`src/common/overlay_pkg.sv`:
```
// Button layout and label strokes for the overlay, sized for a 1024x768 screen
// Stroke offsets are relative to the button corner and limited to OFS_W bits
package overlay_pkg;

  localparam int HCOUNT_W = 11;
  localparam int VCOUNT_W = 11;
  localparam int RGB_W = 12;                       // 4-4-4
  localparam int STATE_W = 3;
  localparam int NUM_STATES = 1 << STATE_W;

  localparam int NUM_BTN = 4;                      // Index order is drawing priority
  localparam int MAX_STROKES = 20;
  localparam int STROKE_CNT_W = $clog2(MAX_STROKES + 1);
  localparam int OFS_W = 7;

  localparam logic [RGB_W-1:0] INK_RGB = 12'h0_0_0;

  // Inclusive rectangle inside a button
  typedef struct packed {
    logic [OFS_W-1:0] x0;
    logic [OFS_W-1:0] x1;
    logic [OFS_W-1:0] y0;
    logic [OFS_W-1:0] y1;
  } stroke_t;

  // Box is half-open, right and bottom edges excluded
  typedef struct packed {
    logic [HCOUNT_W-1:0]     x;
    logic [VCOUNT_W-1:0]     y;
    logic [HCOUNT_W-1:0]     w;
    logic [VCOUNT_W-1:0]     h;
    logic [RGB_W-1:0]        rgb;
    logic [NUM_STATES-1:0]   states;        // Bit n set means shown in state n
    logic [STROKE_CNT_W-1:0] n_strokes;
  } button_t;

  localparam stroke_t NO_STROKE = '0;

  localparam button_t BUTTONS [NUM_BTN] = '{
    '{x: 342, y: 668, w: 100, h: 50, rgb: 12'hF_0_0,
      states: 8'b0000_0010, n_strokes: 14},          // Button 1, red
    '{x: 462, y: 668, w: 100, h: 50, rgb: 12'h0_0_F,
      states: 8'b0000_0100, n_strokes: 6},           // Button 2, blue
    '{x: 582, y: 668, w: 100, h: 50, rgb: 12'h0_F_0,
      states: 8'b0000_0100, n_strokes: 20},          // Button 3, green
    '{x: 422, y: 370, w: 120, h: 60, rgb: 12'hF_7_2,
      states: 8'b0011_1001, n_strokes: 20}           // Central button, orange
  };

  // Each entry is '{x0, x1, y0, y1}
  localparam stroke_t STROKES [NUM_BTN][MAX_STROKES] = '{
    '{
      '{11, 15, 5, 45},
      '{11, 27, 5, 9},
      '{25, 29, 7, 43},
      '{11, 27, 41, 45},
      '{31, 35, 5, 45},
      '{31, 49, 5, 9},
      '{31, 49, 23, 27},
      '{31, 49, 41, 45},
      '{51, 55, 7, 45},
      '{65, 69, 7, 45},
      '{53, 67, 5, 9},
      '{51, 67, 23, 27},
      '{71, 75, 5, 43},
      '{71, 89, 41, 45},
      NO_STROKE, NO_STROKE, NO_STROKE,
      NO_STROKE, NO_STROKE, NO_STROKE
    },
    '{
      '{21, 25, 5, 45},
      '{35, 39, 5, 45},
      '{21, 39, 23, 27},
      '{48, 52, 5, 45},
      '{61, 79, 5, 9},
      '{68, 72, 5, 45},
      NO_STROKE, NO_STROKE, NO_STROKE, NO_STROKE, NO_STROKE,
      NO_STROKE, NO_STROKE, NO_STROKE, NO_STROKE, NO_STROKE,
      NO_STROKE, NO_STROKE, NO_STROKE, NO_STROKE
    },
    '{
      '{6, 22, 5, 9},
      '{6, 22, 23, 27},
      '{6, 22, 41, 45},
      '{6, 10, 7, 23},
      '{18, 22, 27, 43},
      '{24, 40, 5, 9},
      '{30, 34, 5, 45},
      '{44, 54, 5, 9},
      '{44, 56, 23, 27},
      '{42, 46, 7, 45},
      '{52, 56, 7, 45},
      '{58, 62, 5, 45},
      '{70, 74, 5, 45},
      '{63, 66, 13, 16},              // Diagonal of the N, in three steps
      '{67, 70, 17, 20},
      '{71, 74, 18, 21},
      '{76, 80, 5, 45},
      '{88, 92, 7, 43},
      '{76, 90, 5, 9},
      '{76, 90, 41, 45}
    },
    '{
      '{12, 29, 10, 14},
      '{10, 14, 12, 29},
      '{12, 28, 28, 32},
      '{25, 29, 30, 48},
      '{10, 28, 46, 50},
      '{31, 49, 10, 14},
      '{38, 42, 10, 50},
      '{53, 67, 10, 14},
      '{51, 69, 26, 30},
      '{51, 55, 12, 50},
      '{65, 69, 12, 50},
      '{71, 75, 10, 50},
      '{71, 87, 10, 14},
      '{71, 87, 26, 30},
      '{85, 89, 12, 28},
      '{75, 80, 30, 35},              // Leg of the R
      '{80, 85, 35, 40},
      '{85, 89, 40, 50},
      '{91, 109, 10, 14},
      '{98, 102, 10, 50}
    }
  };

endpackage

```
`src/common/vga_if.sv`:
```
// Free-running pixel stream, one pixel per clock, no handshake
interface vga_if;

  import overlay_pkg::*;

  logic [HCOUNT_W-1:0] hcount;
  logic [VCOUNT_W-1:0] vcount;
  logic                hsync;
  logic                vsync;
  logic                hblnk;
  logic                vblnk;
  logic [RGB_W-1:0]    rgb;

  modport out (
    output hcount, vcount, hsync, vsync, hblnk, vblnk, rgb
  );

  modport in (
    input hcount, vcount, hsync, vsync, hblnk, vblnk, rgb
  );

endinterface

```
`src/design/button_shape.sv`:
```
// Combinational box and label test for one entry of the button table
// Unused stroke slots beyond n_strokes are ignored
module button_shape #(
  parameter int BTN = 0
) (
  input  logic [overlay_pkg::HCOUNT_W-1:0] hcount,
  input  logic [overlay_pkg::VCOUNT_W-1:0] vcount,
  input  logic [overlay_pkg::STATE_W-1:0]  state,
  output logic                             hit,
  output logic                             ink
);

  import overlay_pkg::*;

  localparam button_t DESC = BUTTONS[BTN];

  logic [HCOUNT_W-1:0] dx;
  logic [VCOUNT_W-1:0] dy;
  logic                in_box;
  logic                shown;
  logic                on_stroke;

  // Offsets from the top-left corner, only meaningful inside the box
  assign dx = hcount - DESC.x;
  assign dy = vcount - DESC.y;

  assign in_box = (hcount >= DESC.x) && (dx < DESC.w) &&
                  (vcount >= DESC.y) && (dy < DESC.h);

  assign shown = DESC.states[state];
  assign hit   = in_box && shown;

  always_comb begin
    on_stroke = 1'b0;
    for (int i = 0; i < MAX_STROKES; i++) begin
      if ((i < DESC.n_strokes) &&
          (dx >= STROKES[BTN][i].x0) && (dx <= STROKES[BTN][i].x1) &&
          (dy >= STROKES[BTN][i].y0) && (dy <= STROKES[BTN][i].y1)) begin
        on_stroke = 1'b1;
      end
    end
  end

  assign ink = hit && on_stroke;

endmodule

```
`src/design/overlay_stage.sv`:
```
// Colour select and one-cycle register for the whole stream
// Lowest button index wins where boxes overlap
module overlay_stage (
  input  logic                             clk,
  input  logic                             rst,
  vga_if.in                                stream_in,
  input  logic [overlay_pkg::NUM_BTN-1:0]  hit,
  input  logic [overlay_pkg::NUM_BTN-1:0]  ink,
  vga_if.out                               stream_out
);

  import overlay_pkg::*;

  logic [RGB_W-1:0] rgb_nxt;

  always_comb begin
    rgb_nxt = stream_in.rgb;                  // Pass through outside visible boxes
    // Walk from the highest index so the lowest one is applied last
    for (int i = NUM_BTN - 1; i >= 0; i--) begin
      if (hit[i]) begin
        rgb_nxt = ink[i] ? INK_RGB : BUTTONS[i].rgb;
      end
    end
  end

  always_ff @(posedge clk) begin
    if (rst) begin
      stream_out.hcount <= '0;
      stream_out.vcount <= '0;
      stream_out.hsync  <= 1'b0;
      stream_out.vsync  <= 1'b0;
      stream_out.hblnk  <= 1'b0;
      stream_out.vblnk  <= 1'b0;
      stream_out.rgb    <= '0;
    end else begin
      stream_out.hcount <= stream_in.hcount;
      stream_out.vcount <= stream_in.vcount;
      stream_out.hsync  <= stream_in.hsync;
      stream_out.vsync  <= stream_in.vsync;
      stream_out.hblnk  <= stream_in.hblnk;
      stream_out.vblnk  <= stream_in.vblnk;
      stream_out.rgb    <= rgb_nxt;
    end
  end

endmodule

```
`src/design/button_overlay.sv`:
```
// Button overlay on a free-running VGA stream, fixed one-cycle latency
// VGA timing and background come from upstream
module button_overlay (
  input  logic                             clk,
  input  logic                             rst,
  input  logic [overlay_pkg::STATE_W-1:0]  state,

  input  logic [overlay_pkg::HCOUNT_W-1:0] hcount_in,
  input  logic [overlay_pkg::VCOUNT_W-1:0] vcount_in,
  input  logic                             hsync_in,
  input  logic                             vsync_in,
  input  logic                             hblnk_in,
  input  logic                             vblnk_in,
  input  logic [overlay_pkg::RGB_W-1:0]    rgb_in,

  output logic [overlay_pkg::HCOUNT_W-1:0] hcount_out,
  output logic [overlay_pkg::VCOUNT_W-1:0] vcount_out,
  output logic                             hsync_out,
  output logic                             vsync_out,
  output logic                             hblnk_out,
  output logic                             vblnk_out,
  output logic [overlay_pkg::RGB_W-1:0]    rgb_out
);

  import overlay_pkg::*;

  logic [NUM_BTN-1:0] hit;
  logic [NUM_BTN-1:0] ink;

  vga_if stream_in ();
  vga_if stream_out ();

  assign stream_in.hcount = hcount_in;
  assign stream_in.vcount = vcount_in;
  assign stream_in.hsync  = hsync_in;
  assign stream_in.vsync  = vsync_in;
  assign stream_in.hblnk  = hblnk_in;
  assign stream_in.vblnk  = vblnk_in;
  assign stream_in.rgb    = rgb_in;

  // One matcher per table entry
  for (genvar b = 0; b < NUM_BTN; b++) begin : g_btn
    button_shape #(
      .BTN(b)
    ) u_shape (
      .hcount(stream_in.hcount),
      .vcount(stream_in.vcount),
      .state (state),
      .hit   (hit[b]),
      .ink   (ink[b])
    );
  end

  overlay_stage u_stage (
    .clk       (clk),
    .rst       (rst),
    .stream_in (stream_in.in),
    .hit       (hit),
    .ink       (ink),
    .stream_out(stream_out.out)
  );

  assign hcount_out = stream_out.hcount;
  assign vcount_out = stream_out.vcount;
  assign hsync_out  = stream_out.hsync;
  assign vsync_out  = stream_out.vsync;
  assign hblnk_out  = stream_out.hblnk;
  assign vblnk_out  = stream_out.vblnk;
  assign rgb_out    = stream_out.rgb;

endmodule

```
`config.mk`:
```
export PLATFORM = sky130hd
export DESIGN_NAME = button_overlay
export DESIGN_NICKNAME = d
export VERILOG_FILES = /design/src/common/overlay_pkg.sv /design/src/common/vga_if.sv /design/src/design/button_shape.sv /design/src/design/overlay_stage.sv /design/src/design/button_overlay.sv
export SDC_FILE = /design/constraint.sdc
export NUM_CORES = 1
export LEC_CHECK = 0
export BUFFER_PORTS_ARGS = -buffer_cell sky130_fd_sc_hd__buf_2
export CELL_PAD_IN_SITES_DETAIL_PLACEMENT = 1
export CELL_PAD_IN_SITES_GLOBAL_PLACEMENT = 2
export CORE_ASPECT_RATIO = 0.75
export CORE_MARGIN = 2
export CORE_UTILIZATION = 36
export CTS_CLUSTER_SIZE = 16
export DETAILED_ROUTE_END_ITERATION = 8
export GPL_ROUTABILITY_DRIVEN = 0
export PLACE_DENSITY = 0.88
export SLEW_MARGIN = 10
export SYNTH_ARGS = -nofsm -noshare
export SYNTH_HDL_FRONTEND = slang
export SYNTH_SLANG_ARGS = --single-unit
```
`constraint.sdc`:
```
create_clock -name clk -period 8.3 [get_ports clk]
set_input_delay 1.66 -clock clk [delete_from_list [all_inputs] [get_ports clk]]
set_output_delay 1.66 -clock clk [all_outputs]
set_load 0.01 [all_outputs]
```
* Word-level counts from Yosys, hierarchy flattened *
Memories as Yosys holds them, arrays and structs flattened.
Cells that the tools add are included.

operators by class
  add/subtract/negate cells = 6
  order comparisons = 130
  multiplexer cells = 71
  reductions and logical operators = 192

operator list
  operator                count
  $le 11x6->1 const B     21
  $le 11x7->1 const B     21
  $logic_and 1x1->1       192
  $ge 11x6->1 const B     17
  $ge 11x5->1 const B     15
  $ge 11x7->1 const B     15
  $le 11x5->1 const B     14
  $mux 12                 6
  $ge 11x4->1 const B     6
  $mux 1                  63
  $le 11x4->1 const B     5
  $ge 11x9->1 const B     4
  $lt 11x7->1 const B     4
  $sub 11x9->11 const B   4
  $ge 11x3->1 const B     3
  $ge 11x10->1 const B    2
  $lt 11x6->1 const B     2
  $sub 11x10->11 const B  2
  $mux 8                  1
  $lt 3x4->1 const B      1
  $mux 4                  1

storage, ports and cells
  register bits after elaboration = 38
  bits in read-only memories = 24
  bits of input ports = 43
  logic and storage cells = 409
  memories = 3

memory list
  name              depth  bits a word  rd ports  clocked after memory_dff  wr ports  RTL line            text
  (name not given)  8      1            1         0                         0         button_shape.sv:30  assign shown = DESC.states[state];
  (name not given)  8      1            1         0                         0         button_shape.sv:30
  (name not given)  8      1            1         0                         0         button_shape.sv:30

* Depth between registers and ports, before layout *
Gate-level depths: netlist of run 1.

  depth after elaboration = 31
  depth in mapped cells = 17

* By module *
From an unflattened synthesis of run 1, not the netlist that was laid out.

unflattened totals
  cell total of the unflattened synthesis = 1135
  area, all modules = 7885.1 um2

modules (own cells, without submodules)
  module                           times used  cells each  area an instance (um2)  seq. area each (um2)
  button_shape (g_btn[2].u_shape)  1           311         2124.5                  0.0
  button_shape (g_btn[3].u_shape)  1           320         2037.0                  0.0
  button_shape (g_btn[0].u_shape)  1           251         1609.0                  0.0
  overlay_stage                    1           99          1132.3                  760.7
  button_shape (g_btn[1].u_shape)  1           154         982.2                   0.0

* Least setup slack after synthesis of run 1 *
Ideal clock, no wire load.

  path kind = in2reg
  from = in hcount_in[1] (netlist bit)
  to = reg u_stage.stream_out.rgb[10]
  setup time = 0.058 ns
  arrival time = 4.628 ns
  required time = 8.242 ns
  path slack = 3.614 ns
  stages = 16
  path through = buf_6 > buf_4 > buf_2 > inv_1 > ha_1 > clkbuf_1 > a21oi_1 > o21ai_0 > a22o_1 > a222oi_1 > nand3_1 > and3_1 > o21ai_1 > o2111ai_2 > a21oi_1 > o21a_1

on the way
  cells in the longest elaborated chain, start to end = 31
  elaborated cells on any way between the ends = 213
  classes of those cells = add/sub (4); order compare (54); mux (40); reduce/logical (115)

ends and longest elaborated chain
  element                                     RTL line             text
  start: declaration                          button_overlay.sv:8  input logic [overlay_pkg::HCOUNT_W-1:0] hcount_in,
  $sub 11x9->11                               button_shape.sv:24   assign dx = hcount - DESC.x;
  $ge 11x4->1 or $le 11x5->1 (tied branches)  button_shape.sv:37   (dx >= STROKES[BTN][i].x0) && (dx <= STROKES[BTN][i].x1) &&
  $logic_and 1x1->1 (2 in a row)              button_shape.sv:37
  $logic_and 1x1->1                           button_shape.sv:38   (dy >= STROKES[BTN][i].y0) && (dy <= STROKES[BTN][i].y1)) begin
  $mux 1 (20 in a row)                        button_shape.sv:36   if ((i < DESC.n_strokes) &&
  $logic_and 1x1->1                           button_shape.sv:44   assign ink = hit && on_stroke;
  $mux 12                                     overlay_stage.sv:21  rgb_nxt = ink[i] ? INK_RGB : BUTTONS[i].rgb;
  $mux 12 (3 in a row)                        overlay_stage.sv:20  if (hit[i]) begin
  $mux 12 *                                   overlay_stage.sv:20
  end signal: assignment                      overlay_stage.sv:42  stream_out.rgb <= rgb_nxt;
  end: declaration                            vga_if.sv:15         output hcount, vcount, hsync, vsync, hblnk, vblnk, rgb

Mark *: on every way between the ends. The rest lies on a longest branch, timed or not.
A chain may end at the register's enable or synchronous reset.

* Worst setup path in the final report of run 1 *
  from = in hcount_in[1] (netlist bit)
  to = reg u_stage.stream_out.rgb[11]

The elaborated chain is that of the path after synthesis.

==> impl_metrics.yaml, run 1 <==
final_layout:
  synthToLayoutAreaGrowth_pct: 8.93
  finalNetCount: 947
  final_cell_mix: "buf_2, nand2_1, nor2_1"
  insertedDiodeCount: 0
  fillers: 2133
  layout-drive-gt1-share_pct: 16.2
  final_common_cell: "buf_2"
sta:
  slew_viol_final: 0
  timing.fmax_mhz: 185
  slew_headroom_pct: 32.7
  hold_viol: 0
  period_minus_slack_ps: 5400
  rsz0062_at_grt: "false"
  final.setup.tns_ps: 0
  setup_viol: 0
  tightestPinTransition_ps: 1000
  post-route-period-util_pct: 65.0
  holdWs_ps: 1580
grt:
  grt_first_pass_wirelength_um: 41700
  globalRouteTotalUtil_pct: 29.4
  globalRouteMet2Util_pct: 42.7
  overflow: 0
  grt.busiest_layer: "met2"
  grt_pass1_vias: 6928
  grt_use_met1_pct: 42.2
  grt_antenna_before_repair: 0
  grt_max_degree: 47
  met3_usage_pct: 8.20
floorplanning:
  die_w_um: 154
  die_h_um: 117
  initial_core_util_pct: 36.5
  row_count: 41
  core_area_mm2: 0.0167
  ios: 81
  die_area_mm2: 0.0180
clock_network:
  cts_tree: "done"
  postCtsSetupBuffers: 0
  cts_sinks: 38
  max-clock-path-buffers: 2
  path_clk_slew_ps: 60
  cts_inserted_buffers: 5
  htreeDepth: 2
  post_cts_resized: 0
  ctsHoldBuffers: 0
  cts-root-buf: "clkbuf_16"
detailed_routing:
  routed_wirelength_um: 27100
  ant_nets: 0
  vias_per_cell: 6.71
  drtIter0Drc: 981
  first_pass_iters: 5
  wl_per_cell_um: 24.6
  vias: 7401
  drc: 0
status:
  outcome: "finished clean"
hold_path:
  hold_depth: 2
  hold_path_class: "input pin to register"
critical_path:
  worstPathArrival_ps: 5620
  end_kind: "register"
  crit_type: "input pin to register"
  start_kind: "input pin"
  required_ps: 8520
  crit_fanout: 28
synth:
  synth_seq_cells: 38
  synth-edff-count: 0
  ys_seq_area_share_pct: 12.5
  ys_warn_count: 0
  synthCells: 861
  synth_flop_cell: "dfxtp_1"
  synth_nets: 921
  netlist_area_mm2: 0.00608
  synth_cell_types: 100
  ys_async_sr_fraction_pct: 0
  avgSynthCellArea_um2: 7.06
place:
  hpwl_um: 20800
  io_buffers: 80
run:
  cap_violations: 0
power_and_ir_drop:
  peakVddDrop_uv: 103
  p_leak_nw: 2.40
  powerDensity_mw_per_mm2: 120
critical path: stages:
cell       delay [ps]
buf_2             470
inv_1             180
ha_1              600
a21oi_1           600
o21ai_0           170
a22o_1            200
a222oi_1          380
nand3_1           190
and3_1            230
o21ai_1           180
o2111ai_2         200
a21oi_1           360
o21a_1            180
sequential cells by signal, indices dropped and copies added (netlist names):
| name | count |
|---|---|
| u_stage.stream_out.vsync | 1 |
| u_stage.stream_out.hblnk | 1 |
| u_stage.stream_out.vcount | 11 |
| u_stage.stream_out.rgb | 12 |
| u_stage.stream_out.hcount | 11 |
| u_stage.stream_out.vblnk | 1 |
| u_stage.stream_out.hsync | 1 |
report_power, final:
part           switching (mW)  total [mW]  internal, mW
Combinational           0.243       0.353         0.110
Clock                  0.0731       0.246         0.172
Sequential            0.00230       0.195         0.192
logic make-up after synthesis:
logic type	Yosys count	synth area share (%)
xor+xnor	30	4.32
mux	4	0.659
simple gates	353	30.9
fa+ha+maj	17	3.50
compound gates	332	40.8
buf+inv	87	7.31
flops	38	12.5
metrics by stage:
step | utilization [%] | instance area, um2 | worst slack, ps | power, mW | std cells
global route | 39.7 | 6620 | 2540 | 0.828 | 1103
global placement | 38.6 | 6430 | 2870 | 0.534 | 1095
detailed placement | 38.6 | 6430 | 2750 | 0.536 | 1095
floorplan | - | 6080 | 3610 | 0.435 | 861
finish | 39.7 | 6620 | 2900 | 0.794 | 1103
CTS | 39.7 | 6620 | 3010 | 0.785 | 1103
layer usage:
metal	part of all wire (%)	vias up
li1	-	3346
met1	45	3545
met2	40	461
met3	12	49
met4	2.8	0
met5	0	-
final timing paths:
path / slack, ps / from / end
worst max-delay path: 2900 / hcount_in[1] / u_stage.stream_out.rgb[11]$_SDFF_PP0_
worst min-delay path: 1580 / rgb_in[5] / u_stage.stream_out.rgb[5]$_SDFF_PP0_
cells in the mapped netlist (5+ instances only):
library cell / count / area share (%)
a21boi_0: 9 / 1.1
o21a_1: 7 / 0.86
a22oi_1: 5 / 0.62
buf_2: 25 / 2.1
nand2b_1: 15 / 1.5
o21ai_0: 56 / 4.6
a211oi_1: 12 / 1.5
a21oi_1: 61 / 5.0
o2111ai_1: 8 / 1.2
nand3b_1: 5 / 0.62
buf_6: 8 / 1.5
and3_1: 14 / 1.4
nor4_1: 6 / 0.62
o211ai_1: 15 / 1.9
o21bai_1: 6 / 0.74
or2_2: 6 / 0.62
a311oi_1: 6 / 0.86
a31oi_1: 16 / 1.6
ha_1: 17 / 3.5
xor2_1: 6 / 0.86
o22ai_1: 12 / 1.2
xnor2_1: 24 / 3.5
a31o_2: 6 / 0.86
a32oi_1: 8 / 1.2
nor3_1: 20 / 1.6
nand4_1: 15 / 1.5
and2b_1: 5 / 0.62
nand2_1: 75 / 4.6
o32ai_1: 5 / 0.72
inv_1: 16 / 0.99
nor2_1: 70 / 4.3
a221oi_1: 5 / 0.72
clkbuf_1: 26 / 1.6
and2_1: 11 / 1.1
dfxtp_1: 38 / 13
nand3_1: 46 / 3.8
or3_1: 8 / 0.82
a21o_1: 8 / 0.99
buf_4: 7 / 0.86
o221ai_1: 7 / 1.0
nor2b_1: 29 / 3.0
o31ai_1: 8 / 0.99
cell type report:
cell class / instances / area (um2) / share of cell area [%]
Timing Repair Buffer: 87 / 453 / 6.84
Sequential cell: 38 / 761 / 11.5
Multi-Input combinational cell: 736 / 4870 / 73.6
Inverter: 19 / 71.3 / 1.08
Clock buffer: 5 / 125 / 1.89
Clock inverter: 3 / 68.8 / 1.04
Tap cell: 215 / 269 / 4.06
Note: power is estimated with default switching activity, not from simulation.
==> run 2: changes to the inputs <==
--- a/config.mk
+++ b/config.mk
@@ -10,11 +10,11 @@
 export CELL_PAD_IN_SITES_GLOBAL_PLACEMENT = 2
 export CORE_ASPECT_RATIO = 0.75
 export CORE_MARGIN = 2
-export CORE_UTILIZATION = 36
+export CORE_UTILIZATION = 34
 export CTS_CLUSTER_SIZE = 16
 export DETAILED_ROUTE_END_ITERATION = 8
 export GPL_ROUTABILITY_DRIVEN = 0
-export PLACE_DENSITY = 0.88
+export PLACE_DENSITY = 0.84
 export SLEW_MARGIN = 10
 export SYNTH_ARGS = -nofsm -noshare
 export SYNTH_HDL_FRONTEND = slang
==> constraint.sdc (replaced) <==
create_clock -name clk -period 5.49 [get_ports clk]
set_input_delay 1.098 -clock clk [delete_from_list [all_inputs] [get_ports clk]]
set_output_delay 1.098 -clock clk [all_outputs]
set_load 0.01 [all_outputs]
==> impl_metrics.yaml, run 2 (same netlist as run 1, synthesis figures left out) <==
status:
  outcome: "finished clean"
critical_path:
  end_kind: "register"
  start_kind: "input pin"
  crit_fanout: 12
  required_ps: 5710
  crit_type: "input pin to register"
  crit_chain: "buf_2 -> inv_1 -> ha_1 -> nor2b_1 -> xnor2_1 -> a31oi_1 -> nor2_1 -> a2111oi_2 -> nor3b_1 -> o2111ai_1 -> nor4_2 -> nand2b_4 -> o21a_1"
  cp_slowest_cell: "nor2b_1"
  worstPathArrival_ps: 5050
  slowest_delay_ps: 670
floorplanning:
  ios: 81
  initial_core_util_pct: 34.5
  die_area_mm2: 0.0190
  die_w_um: 158
  row_count: 42
  die_h_um: 120
  core_area_mm2: 0.0176
place:
  hpwl_um: 21700
  io_buffers: 80
detailed_routing:
  vias: 7564
  wl_per_cell_um: 24.3
  dr.max_layer_used: "met4"
  drtIter0Drc: 1074
  ant_nets: 0
  routed_wirelength_um: 27900
  first_pass_iters: 7
  met2_length_um: 11000
  drc: 0
  vias_per_cell: 6.61
  wl_met1_um: 12600
  wl_met3_um: 3440
sta:
  rsz0062_at_grt: "false"
  slew_headroom_pct: 39.3
  setup_viol: 0
  hold_viol: 0
  timing.fmax_mhz: 207
  tightestPinTransition_ps: 905
  slew_viol_final: 0
  period_minus_slack_ps: 4830
  post-route-period-util_pct: 87.9
  final.setup.tns_ps: 0
hold_path:
  worstHoldStart: "rgb_in[6]"
  hold_path_class: "input pin to register"
  hold_depth: 2
  min_to: "u_stage.stream_out.rgb[6]$_SDFF_PP0_"
final_layout:
  largest_reg_flops: 12
  final_cell_mix: "buf_2, nand2_1, nor2_1"
  finalNetCount: 962
  final_common_cell: "buf_2"
  insertedDiodeCount: 0
  synthToLayoutAreaGrowth_pct: 11.5
  fillers: 2248
  regMostFlops: "u_stage.stream_out.rgb"
  reg_top3: "u_stage.stream_out.rgb (12), u_stage.stream_out.hcount (11), u_stage.stream_out.vcount (11)"
  layout-drive-gt1-share_pct: 17.6
  post-route-util_pct: 38.5
grt:
  grt_pass1_vias: 7022
  globalRouteTotalUtil_pct: 28.9
  grt_antenna_before_repair: 0
  grt_max_degree: 44
  overflow: 0
  grt_first_pass_wirelength_um: 42600
clock_network:
  cts_tree: "done"
  max-clock-path-buffers: 2
  cts_inserted_buffers: 5
  post_cts_resized: 0
  ctsHoldBuffers: 0
  cts-root-buf: "clkbuf_16"
  path_clk_slew_ps: 60
  htreeDepth: 2
  cts_sinks: 38
  postCtsSetupBuffers: 0
power_and_ir_drop:
  p_leak_nw: 2.48
  powerDensity_mw_per_mm2: 179
  peakVddDrop_uv: 107
run:
  cap_violations: 0
[run 2: cell type report]
type / instances / area (um2) / share of cell area (%)
multi-input combinational: 736 / 4870 / 71.9
tap: 242 / 303 / 4.46
sequential: 38 / 761 / 11.2
inverter: 19 / 71.3 / 1.05
clock inverter: 3 / 68.8 / 1.01
timing repair buffer: 102 / 578 / 8.52
clock buffer: 5 / 125 / 1.85
[run 2: report_power, final]
part,internal [mW],switching (mW),total [mW]
clock network,0.261,0.110,0.371
logic,0.178,0.374,0.552
registers,0.291,0.00331,0.294
[run 2: metal layers]
layer / track usage [%] / vias up
li1: - / 3378
met1: 43.2 / 3650
met2: 40.3 / 471
met3: 7.26 / 65
met4: 8.22 / 0
met5: 0 / -
[run 2: how the worst max path moves through the flow]
| stage | startpoint | to | slack [ps] | cells past startpoint |
|---|---|---|---|---|
| 5_1_grt | vcount_in[1] | u_stage.stream_out.rgb[9]$_SDFF_PP0_ | 430 | 13 |
| 3_3_place_gp | hcount_in[1] | u_stage.stream_out.rgb[10]$_SDFF_PP0_ | 710 | 13 |
| 2_1_floorplan | hcount_in[1] | u_stage.stream_out.rgb[10]$_SDFF_PP0_ | 1370 | 16 |
| 3_5_place_dp | vcount_in[2] | u_stage.stream_out.rgb[9]$_SDFF_PP0_ | 470 | 13 |
| 4_1_cts | vcount_in[2] | u_stage.stream_out.rgb[9]$_SDFF_PP0_ | 740 | 13 |
| 6_report | vcount_in[2] | u_stage.stream_out.rgb[9]$_SDFF_PP0_ | 660 | 13 |
[run 2: critical path: cells and delay by family]
family / cells / cell delay (ps)
XOR/XNOR: 1 / 150
adder cells (fa/ha/maj): 1 / 270
AO/OA/AOI/OAI: 4 / 990
AND/OR/NAND/NOR: 5 / 2100
buffers and inverters: 2 / 440
[run 2: metrics by stage]
stage	instance area, um2	hold slack (ps)	worst slack, ps	total power [mW]	instances
CTS	6780	1010	742	1.20	1145
finish	6780	1010	664	1.22	1145
floorplan	6080	1210	1370	0.658	861
global placement	6590	1300	708	0.826	1137
global route	6780	1010	429	1.28	1145
detailed placement	6590	1300	472	0.827	1137
==> run 3: changes to the inputs <==
--- a/config.mk
+++ b/config.mk
@@ -9,7 +9,7 @@
 export CELL_PAD_IN_SITES_DETAIL_PLACEMENT = 1
 export CELL_PAD_IN_SITES_GLOBAL_PLACEMENT = 2
 export CORE_ASPECT_RATIO = 0.75
-export CORE_MARGIN = 2
+export CORE_MARGIN = 1.5
 export CORE_UTILIZATION = 34
 export CTS_CLUSTER_SIZE = 16
 export DETAILED_ROUTE_END_ITERATION = 8
==> constraint.sdc (replaced) <==
create_clock -name clk -period 4.8 [get_ports clk]
set_input_delay 0.96 -clock clk [delete_from_list [all_inputs] [get_ports clk]]
set_output_delay 0.96 -clock clk [all_outputs]
set_load 0.01 [all_outputs]
==> impl_metrics.yaml, run 3 (same netlist as run 1, synthesis figures left out) <==
grt:
  grt_max_degree: 30
  grt_first_pass_wirelength_um: 41700
  grt_pass1_vias: 7106
  grt_antenna_before_repair: 0
  overflow: 0
  globalRouteTotalUtil_pct: 28.8
power_and_ir_drop:
  p_sw_share_pct: 39.5
  p_clk_share_pct: 30.0
  peakVddDrop_uv: 174
  p_seq_share_pct: 24.1
  p_sw_mw: 0.551
  internal-power_mw: 0.844
  powerDensity_mw_per_mm2: 202
  power_frac_comb_pct: 45.9
  p_leak_nw: 2.57
final_layout:
  final_common_cell: "buf_2"
  final_cell_mix: "buf_2, nand2_1, nor2_1"
  synthToLayoutAreaGrowth_pct: 13.7
  largest_reg_flops: 12
  layout-drive-gt1-share_pct: 19.3
  reg_top3: "u_stage.stream_out.rgb (12), u_stage.stream_out.hcount (11), u_stage.stream_out.vcount (11)"
  insertedDiodeCount: 0
  post-route-util_pct: 39.4
  finalNetCount: 981
  regMostFlops: "u_stage.stream_out.rgb"
clock_network:
  cts-root-buf: "clkbuf_16"
  path_clk_slew_ps: 60
  cts_sinks: 38
  cts_inserted_buffers: 5
  cts_tree: "done"
  post_cts_resized: 0
  ctsHoldBuffers: 0
  max-clock-path-buffers: 2
  postCtsSetupBuffers: 0
  htreeDepth: 2
critical_path:
  start_kind: "input pin"
  worstPathArrival_ps: 4490
  required_ps: 5020
  crit_fanout: 12
  crit_type: "input pin to register"
  end_kind: "register"
detailed_routing:
  first_pass_iters: 6
  routed_wirelength_um: 27300
  ant_nets: 0
  drc: 0
  vias_per_cell: 6.49
  wl_per_cell_um: 23.4
  vias: 7551
  drtIter0Drc: 984
floorplanning:
  ios: 81
  die_w_um: 157
  row_count: 42
  initial_core_util_pct: 34.6
  die_h_um: 119
  die_area_mm2: 0.0187
  core_area_mm2: 0.0176
sta:
  rsz0062_at_grt: "false"
  final.setup.tns_ps: 0
  slew_viol_final: 0
  tightestPinTransition_ps: 1050
  period_minus_slack_ps: 4270
  setup_viol: 0
  post-route-period-util_pct: 88.9
  slew_headroom_pct: 29.8
  hold_viol: 0
  timing.fmax_mhz: 234
run:
  cap_violations: 0
hold_path:
  hold_depth: 2
  min_to: "u_stage.stream_out.rgb[4]$_SDFF_PP0_"
  hold_path_class: "input pin to register"
  worstHoldStart: "rgb_in[4]"
place:
  hpwl_um: 21700
  io_buffers: 80
status:
  outcome: "finished clean"
## run 3: metrics by stage
stage / hold slack, ps / area (um2) / std cells / power (mW) / setup WS [ps]
2_1_floorplan: 1070 / 6080 / 861 / 0.752 / 814
3_3_place_gp: 1170 / 6720 / 1156 / 0.957 / 470
3_5_place_dp: 1170 / 6720 / 1156 / 0.957 / 314
4_1_cts: 887 / 6910 / 1164 / 1.38 / 575
5_1_grt: 891 / 6910 / 1164 / 1.46 / 353
6_report: 892 / 6910 / 1164 / 1.40 / 535
## run 3: layout make-up
class	instances	area, um2
Clock buffer	5	125
Clock inverter	3	68.8
Fill cell	2280	10600
Inverter	19	71.3
Multi-Input combinational cell	736	4870
Sequential cell	38	761
Tap cell	242	303
Timing Repair Buffer	121	708
## run 3: critical path, cell delays in order
cell,delay (ps)
buf_2,190
inv_1,240
ha_1,260
nor2b_1,640
xnor2_1,220
a21oi_2,140
o21bai_4,230
or4_4,570
o21ai_2,70
a311oi_1,130
nor4_2,460
nand2b_4,230
o21a_1,120
## run 3: power groups by stage
| stage | Sequential (mW) | Clock (mW) | Combinational, mW |
|---|---|---|---|
| after floorplan | 0.353 | 0 | 0.400 |
| after global placement | 0.342 | 0 | 0.615 |
| after CTS | 0.336 | 0.428 | 0.617 |
| after global routing | 0.337 | 0.438 | 0.680 |
| final | 0.336 | 0.419 | 0.640 |
| after detailed placement | 0.343 | 0 | 0.614 |
## run 3: routing by layer
metal  vias to the layer above  GRT usage, %  routed length, um
met3                        62          8.58               3370
met1                      3623          42.2              12400
met5                         -             0                  0
met4                         0          9.61                896
met2                       452          39.1              10600
li1                       3414             -                  -
## run 3: worst max-delay path by stage
| stage | endpoint | cells after the start | startpoint |
|---|---|---|---|
| global route | u_stage.stream_out.rgb[6]$_SDFF_PP0_ | 14 | hcount_in[1] |
| floorplan | u_stage.stream_out.rgb[10]$_SDFF_PP0_ | 16 | hcount_in[1] |
| finish | u_stage.stream_out.rgb[8]$_SDFF_PP0_ | 13 | vcount_in[1] |
| CTS | u_stage.stream_out.rgb[8]$_SDFF_PP0_ | 13 | vcount_in[1] |
| global placement | u_stage.stream_out.rgb[8]$_SDFF_PP0_ | 13 | vcount_in[1] |
| detailed placement | u_stage.stream_out.rgb[8]$_SDFF_PP0_ | 13 | vcount_in[2] |
